### src/source/mmu_cache_consts.svh
/* address field widths, table depth and derived field positions
   shared by the cache, the TLB and their packages */
`ifndef MMU_CACHE_CONSTS_SVH
`define MMU_CACHE_CONSTS_SVH

// bus widths
`define MC_ADDR_W      32
`define MC_DATA_W      32
`define MC_WADDR_W     (`MC_ADDR_W - 2)

// virtual address fields
`define MC_IDX_W       8
`define MC_PAGE_IDX_W  8
`define MC_VTAG_W      14
`define MC_IDX_LSB     2
`define MC_PAGE_LSB    (`MC_IDX_LSB + `MC_IDX_W)
`define MC_VTAG_LSB    (`MC_PAGE_LSB + `MC_PAGE_IDX_W)

// physical side
`define MC_PTAG_W      14
`define MC_LTAG_W      22

// entries per table
`define MC_DEPTH       256

`endif
### src/source/cache_pkg.sv
/* cpu and memory request/response types, stored cache line type */
`default_nettype none
`include "mmu_cache_consts.svh"

package cache_pkg;

  //--------------------------------------------------
  // cpu side
  //--------------------------------------------------
  typedef struct packed {
    logic                   valid;
    logic                   write;
    logic [`MC_ADDR_W-1:0]  vaddr;
    logic [`MC_DATA_W-1:0]  wdata;
  } cpu_req_t;

  typedef struct packed {
    logic                   valid;
    logic                   fault;
    logic [`MC_DATA_W-1:0]  rdata;
  } cpu_rsp_t;

  // line tag is physical address [31:10]
  typedef struct packed {
    logic [`MC_LTAG_W-1:0]  tag;
    logic [`MC_DATA_W-1:0]  data;
  } cache_line_t;

  //--------------------------------------------------
  // memory side
  //--------------------------------------------------
  typedef struct packed {
    logic                   valid;
    logic                   write;
    logic [`MC_WADDR_W-1:0] waddr;
    logic [`MC_DATA_W-1:0]  wdata;
  } mem_req_t;

  // writes are posted, only reads get one of these
  typedef struct packed {
    logic                   valid;
    logic [`MC_DATA_W-1:0]  rdata;
  } mem_rsp_t;

endpackage

`default_nettype wire

### src/source/mmu_pkg.sv
/* translation types: TLB entry, TLB write strobe, translation result */
`default_nettype none
`include "mmu_cache_consts.svh"

package mmu_pkg;

  // one stored translation
  typedef struct packed {
    logic [`MC_VTAG_W-1:0]     vtag;
    logic [`MC_PTAG_W-1:0]     ptag;
  } tlb_entry_t;

  // software load of one entry, single-cycle strobe
  typedef struct packed {
    logic                      valid;
    logic [`MC_PAGE_IDX_W-1:0] idx;
    tlb_entry_t                entry;
  } tlb_write_t;

  // translation result
  // hit means entry valid and virtual tag equal
  typedef struct packed {
    logic                      hit;
    logic [`MC_PTAG_W-1:0]     ptag;
  } xlate_t;

endpackage

`default_nettype wire

### src/source/miss_ctrl.sv
/* hit/fault decision, memory sequencing, refill,
   write-through and cpu response */
`timescale 1ns/1ps
`default_nettype none
`include "mmu_cache_consts.svh"

module miss_ctrl (
  input  wire                          CPU_CLK,
  input  wire                          RST,
  input  wire cache_pkg::cpu_req_t     cpu_req,
  input  wire mmu_pkg::xlate_t         xlate,
  input  wire cache_pkg::cache_line_t  line,
  input  wire                          line_valid,
  output logic                         fill_we,
  output logic [`MC_IDX_W-1:0]         fill_idx,
  output cache_pkg::cache_line_t       fill_line,
  output cache_pkg::mem_req_t          mem_req,
  input  wire cache_pkg::mem_rsp_t     mem_rsp,
  output cache_pkg::cpu_rsp_t          cpu_rsp,
  output logic                         busy
);
  import cache_pkg::*;

  typedef enum logic [1:0] {
    S_IDLE,
    S_DECIDE,
    S_WAIT_MEM,
    S_RESPOND
  } state_t;

  state_t                  state;
  cpu_req_t                req_q;
  logic [`MC_PTAG_W-1:0]   ptag_q;
  logic                    rsp_fault_q;
  logic [`MC_DATA_W-1:0]   rsp_data_q;
  logic                    mem_valid_q;
  logic                    mem_write_q;
  logic [`MC_WADDR_W-1:0]  mem_waddr_q;
  logic [`MC_DATA_W-1:0]   mem_wdata_q;

  logic                    accept;
  logic                    fault;
  logic                    hit;
  logic [`MC_LTAG_W-1:0]   req_ltag;
  logic [`MC_LTAG_W-1:0]   fill_ltag;
  logic [`MC_WADDR_W-1:0]  phys_waddr;

  //--------------------------------------------------
  // decision, valid only in S_DECIDE
  //--------------------------------------------------
  // a request in S_RESPOND is taken too, busy is already low there
  assign accept = cpu_req.valid && ((state == S_IDLE) || (state == S_RESPOND));
  assign busy = (state == S_DECIDE) || (state == S_WAIT_MEM);

  always_comb
  begin
    fault = !xlate.hit;
    req_ltag = {xlate.ptag, req_q.vaddr[`MC_VTAG_LSB-1:`MC_PAGE_LSB]};
    hit = line_valid && (line.tag == req_ltag);
    phys_waddr = {xlate.ptag, req_q.vaddr[`MC_VTAG_LSB-1:`MC_IDX_LSB]};
    fill_ltag = {ptag_q, req_q.vaddr[`MC_VTAG_LSB-1:`MC_PAGE_LSB]};
  end

  // line write: store in decide, refill when memory answers
  always_comb
  begin
    fill_idx = req_q.vaddr[`MC_PAGE_LSB-1:`MC_IDX_LSB];
    if (state == S_DECIDE)
    begin
      fill_we = req_q.write && !fault;
      fill_line.tag = req_ltag;
      fill_line.data = req_q.wdata;
    end
    else
    begin
      fill_we = (state == S_WAIT_MEM) && mem_rsp.valid;
      fill_line.tag = fill_ltag;
      fill_line.data = mem_rsp.rdata;
    end
  end

  //--------------------------------------------------
  // state and strobes
  //--------------------------------------------------
  always_ff @(posedge CPU_CLK)
  begin
    if (!RST)
    begin
      state <= S_IDLE;
      mem_valid_q <= 1'b0;
    end
    else
    begin
      mem_valid_q <= 1'b0;
      case (state)
        S_IDLE, S_RESPOND:
        begin
          state <= accept ? S_DECIDE : S_IDLE;
        end
        S_DECIDE:
        begin
          if (fault || (!req_q.write && hit))
          begin
            state <= S_RESPOND;
          end
          else if (req_q.write)
          begin
            // write-through, posted
            state <= S_RESPOND;
            mem_valid_q <= 1'b1;
          end
          else
          begin
            state <= S_WAIT_MEM;
            mem_valid_q <= 1'b1;
          end
        end
        S_WAIT_MEM:
        begin
          if (mem_rsp.valid)
          begin
            state <= S_RESPOND;
          end
        end
        default: state <= S_IDLE;
      endcase
    end
  end

  // payload registers
  always_ff @(posedge CPU_CLK)
  begin
    if (accept)
    begin
      req_q <= cpu_req;
    end
    if (state == S_DECIDE)
    begin
      ptag_q <= xlate.ptag;
      mem_write_q <= req_q.write;
      mem_waddr_q <= phys_waddr;
      mem_wdata_q <= req_q.wdata;
      rsp_fault_q <= fault;
      if (fault)
      begin
        rsp_data_q <= '0;
      end
      else
      begin
        rsp_data_q <= req_q.write ? req_q.wdata : line.data;
      end
    end
    else if ((state == S_WAIT_MEM) && mem_rsp.valid)
    begin
      rsp_data_q <= mem_rsp.rdata;
    end
  end

  always_comb
  begin
    mem_req.valid = mem_valid_q;
    mem_req.write = mem_write_q;
    mem_req.waddr = mem_waddr_q;
    mem_req.wdata = mem_wdata_q;
    cpu_rsp.valid = (state == S_RESPOND);
    cpu_rsp.fault = rsp_fault_q;
    cpu_rsp.rdata = rsp_data_q;
  end

endmodule

`default_nettype wire

### config.mk
export PLATFORM = sky130hd
export DESIGN_NAME = miss_ctrl
export DESIGN_NICKNAME = d
export VERILOG_FILES = /design/src/source/cache_pkg.sv /design/src/source/mmu_pkg.sv /design/src/source/miss_ctrl.sv
export VERILOG_INCLUDE_DIRS = /design/src /design/src/source
export SDC_FILE = /design/constraint.sdc
export NUM_CORES = 1
export LEC_CHECK = 0
export ABC_AREA = 1
export BUFFER_PORTS_ARGS = -buffer_cell sky130_fd_sc_hd__buf_2
export CORE_AREA = 2 2 128 130
export CTS_CLUSTER_DIAMETER = 50
export CTS_CLUSTER_SIZE = 20
export DETAILED_ROUTE_END_ITERATION = 12
export DIE_AREA = 0 0 130 132
export PLACE_DENSITY = 0.72
export SLEW_MARGIN = 20
export SYNTH_ARGS = -nofsm -noshare
export SYNTH_HDL_FRONTEND = slang
export SYNTH_SLANG_ARGS = --single-unit
### constraint.sdc
create_clock -name CPU_CLK -period 5.6 [get_ports CPU_CLK]
set_clock_uncertainty 0.2 [all_clocks]
set_input_delay 1.12 -clock CPU_CLK [delete_from_list [all_inputs] [get_ports CPU_CLK]]
set_output_delay 1.12 -clock CPU_CLK [all_outputs]
set_load 0.01 [all_outputs]
Yosys cells after proc, flatten, opt, wreduce, memory -nomap -nowiden
Cells that the tools add are included.
{"block": "classes", "n_eq_ne": 5, "muxes": 12, "reduce_logical": 14}
{"op": "2-to-1 mux 32 bit", "n": 4}
{"op": "2-to-1 mux 54 bit", "n": 1}
{"op": "equality test 22 bit", "n": 1}
{"op": "one-hot mux 2 bit (3 select lines)", "n": 1}
{"op": "logical AND 1 bit", "n": 5}
{"op": "2-to-1 mux 1 bit", "n": 5}
{"op": "equality test 2 bit (second input constant)", "n": 2}
{"op": "logical OR 1 bit", "n": 3}
{"op": "equality test 2 x 1 -> 1 bit (second input constant)", "n": 1}
{"op": "zero test 1 bit", "n": 2}
{"op": "zero test 2 bit", "n": 1}
{"op": "2-to-1 mux 2 bit", "n": 1}
{"op": "inequality test 2 bit (second input constant)", "n": 1}
{"op": "AND reduction 2 bit", "n": 1}
{"op": "nonzero test 2 bit", "n": 1}
{"op": "OR reduction 2 bit", "n": 1}
{"block": "totals", "register_bits": 164, "in_bits": 171, "output_inout_bits": 162, "wordCells": 42}

Depth between registers and ports, before layout
{"block": "depth", "depth_word": 6, "ltp_mapped": 12, "depth_no_buf": 12}

Worst setup path after synthesis
Ideal clock, no wire load.
{"block": "synth_path", "kind": "register to output", "start": "reg state[1]", "end": "out fill_line[44] (netlist name)", "arrival_ns": 2.923, "required_ns": 4.280, "path_slack_ns": 1.357, "path_stages_with_launch": 8, "path_buffers": 2, "path_cell_list": "dfxtp_1 -> inv_1 -> ha_1 -> inv_1 -> buf_2 -> buf_1 -> nand2_1 -> o21ai_0"}
{"item": "start: declaration", "line": "miss_ctrl.sv:31", "source": "state_t state;"}
{"item": "start signal: assignment", "line": "miss_ctrl.sv:98", "source": "state <= accept ? S_DECIDE : S_IDLE;"}
{"item": "end: declaration", "line": "miss_ctrl.sv:16", "source": "output cache_pkg::cache_line_t fill_line,"}

==> reports/metrics.csv <==
stage,metric,value,unit
cells_and_area,Area Overhead vs Synth,36.0,%
power,Max IR drop VDD,0.000237,V
setup_path,CP Max Fanout,59,
setup_path,CP arrival,2910,ps
timing,Setup Viol. Count Final,0,
timing,Worst slew margin,27.9,%
die,Die Y,132,µm
run,MaxCap Viol Count,0,
global_routing,initial antenna violation count,1,
clock_network,setup bufs post-CTS,0,
worst_hold_path,min-delay src,fill_idx[1],
global_routing,gr usage total,19.7,%
route,via density per instance,4.59,
cells_and_area,Multi-input gate area,1380,µm²
cells_and_area,Filler Cell Count,1402,
clock_network,CTS tree,yes,
synthesis,"Primary FF master, synth",edfxtp_1,
power,Design Power,4.13,mW
route,remaining routing DRC violations,0,
cells_and_area,Ant. Diodes,0,
synthesis,Synth Register Bits,148,
timing,Peak Freq,237,MHz
synthesis,yosys warns,0,
clock_network,CTS Root Cell,clkbuf_16,
clock_network,CTS Buf Count,17,
route,final wirelength,17.1,mm
timing,final setup TNS,0,ps
timing,min Tclk post-route,4230,ps
route,Final ANT Viol Nets,0,
route,wire per inst,15.7,µm
global_routing,largest net degree at the start of global routing,62,
worst_hold_path,Hold WC Path Type,reg2reg,
die,row count,46,
die,Placeable Area,15700,µm²
setup_path,CP Data Required Time,4280,ps
setup_path,CP Launch Type,register,
power,pwr/cell area,490,nW/µm²
synthesis,Post-synth EDFFs,145,
cells_and_area,share of layout cells above drive strength 1,40.8,%
synthesis,cell accounting for the most synthesized area,edfxtp_1,
die,I/O pin count,333,
die,Initial Util,39.5,%
synthesis,Yosys top cell area share,70.2,%
clock_network,clock latency on the worst-skew pair,420,ps
setup_path,CP endpoint kind,output pin,
die,die footprint,17200,µm²
placed_design,Port Buffer Count,316,
synthesis,ys async rst share,0,%
timing,worst slew pin tran,1070,ps
setup_path,critical path type,reg2out,
timing,RSZ-0062 raised after global routing,false,
synthesis,top-count cell post-synth,nand2_1,
global_routing,number of global-route vias before repair,4803,
clock_network,htree depth,4,
placed_design,routability cong.,0.815,
route,1st-pass router iterations,4,
setup_path,Setup crit start,state[0],
synthesis,Mapped Cells,563,
synthesis,Synth area leaders,"edfxtp_1, nand2_1, o21ai_0, inv_1, nor2_1",
timing,Fin. Hold Viols,0,
clock_network,clock-pin slew on the worst setup and hold paths,70,ps
clock_network,cts repair resizes,0,
placed_design,DP Wirelength,12.2,mm
clock_network,clock buffer depth,2,
synthesis,Syn Std Cell Area,6200,µm²
clock_network,Sink Count,148,
synthesis,Syn Nets,737,
clock_network,# hold bufs at CTS,0,
setup_path,Worst R2R Start,state[0],
synthesis,synth cell count leaders,"nand2_1, edfxtp_1, o21ai_0",
timing,period utilization,75.5,%
cells_and_area,layout net count,1037,
die,Die X,130,µm
global_routing,grt total ovfl,0,
global_routing,first-pass GRT wire length,25.3,mm
outcome,status,"finished, final reports clean",
synthesis,register area share after synthesis,71.1,%
route,DR iter-0 viols,244,
cells_and_area,Sequential cell area,4410,µm²
power,Leak,3.92,nW
route,via count,5015,
timing,Pins Over Slew Limit,0,
synthesis,Cell variety after synth,19,
synthesis,Synth Area per Inst,11.0,µm²
critical path, stage by stage, from the launching register on:
cell	delay, ps
dfxtp_1	400
ha_4	560
clkinv_2	850
o21ai_0	450
buf_2	190
cell type report:
type / instances / area share [%]
Clock buffer: 17 / 5.04
Multi-Input combinational cell: 324 / 16.4
Sequential cell: 148 / 52.3
Clock inverter: 15 / 1.66
Inverter: 52 / 2.33
Timing Repair Buffer: 320 / 19.1
Tap cell: 216 / 3.20
state kept, by name (all words and copies together), names as in the netlist:
signal       flops
ptag_q          14
rsp_fault_q      1
mem_waddr_q     16
mem_wdata_q     32
req_q           33
fill_idx         8
fill_ltag        8
state            2
rsp_data_q      32
mem_write_q      1
mem_valid_q      1
report_power, final:
group / switching (mW) / internal (mW) / total [mW]
clock: 0.499 / 0.587 / 1.09
sequential: 0.119 / 1.66 / 1.78
combinational: 0.858 / 0.410 / 1.27
total: 1.48 / 2.66 / 4.13
per-layer routing:
metal / up-vias / part of all wire (%) / track usage (%)
met5: - / 0.076 / 0
met4: 2 / 2.3 / 8.00
met3: 26 / 10 / 7.75
met2: 254 / 50 / 33.1
met1: 2267 / 38 / 22.3
li1: 2466 / - / -
stage by stage:
stage | worst slack, ps | hold slack, ps | utilization (%) | instances | instance area, µm²
floorplan | 1360 | 228 | - | 563 | 6200
global placement | 2030 | 223 | 50.1 | 1060 | 7870
detailed placement | 2030 | 230 | 50.1 | 1060 | 7870
CTS | 1570 | 248 | 53.7 | 1092 | 8440
global route | 1020 | 256 | 53.7 | 1092 | 8440
finish | 1370 | 249 | 53.7 | 1092 | 8440
path summary, 6_finish.rpt:
kind	slack [ps]	cells after the start	to
setup reg to reg	2110	3	rsp_data_q[20]
hold reg to reg	250	0	mem_waddr_q[1]
setup / recovery	1370	4	fill_line[46]
hold / removal	250	0	mem_waddr_q[1]
cells by family after synthesis:
kind of cell             after synthesis  synth area share [%]
AO/OA/AOI/OAI                         84                  6.88
XOR/XNOR                               1                 0.141
adder cells (fa/ha/maj)                3                 0.605
buffers and inverters                 91                  6.86
flip-flops                           148                  71.1
AND/OR/NAND/NOR                      236                  14.4
layout by cell type, fill, tap and decap left out, drive strengths merged:
cell and instances:
a21oi 2, buf 320, clkinvlp 3, o21ai 80, edfxtp 145, dfxtp 3, clkbuf 17, xnor2 1
nand2 181, o22ai 2, inv 58, ha 3, clkinv 6, nand3 3, nor2 52
Power figures use the tool's default switching activity.
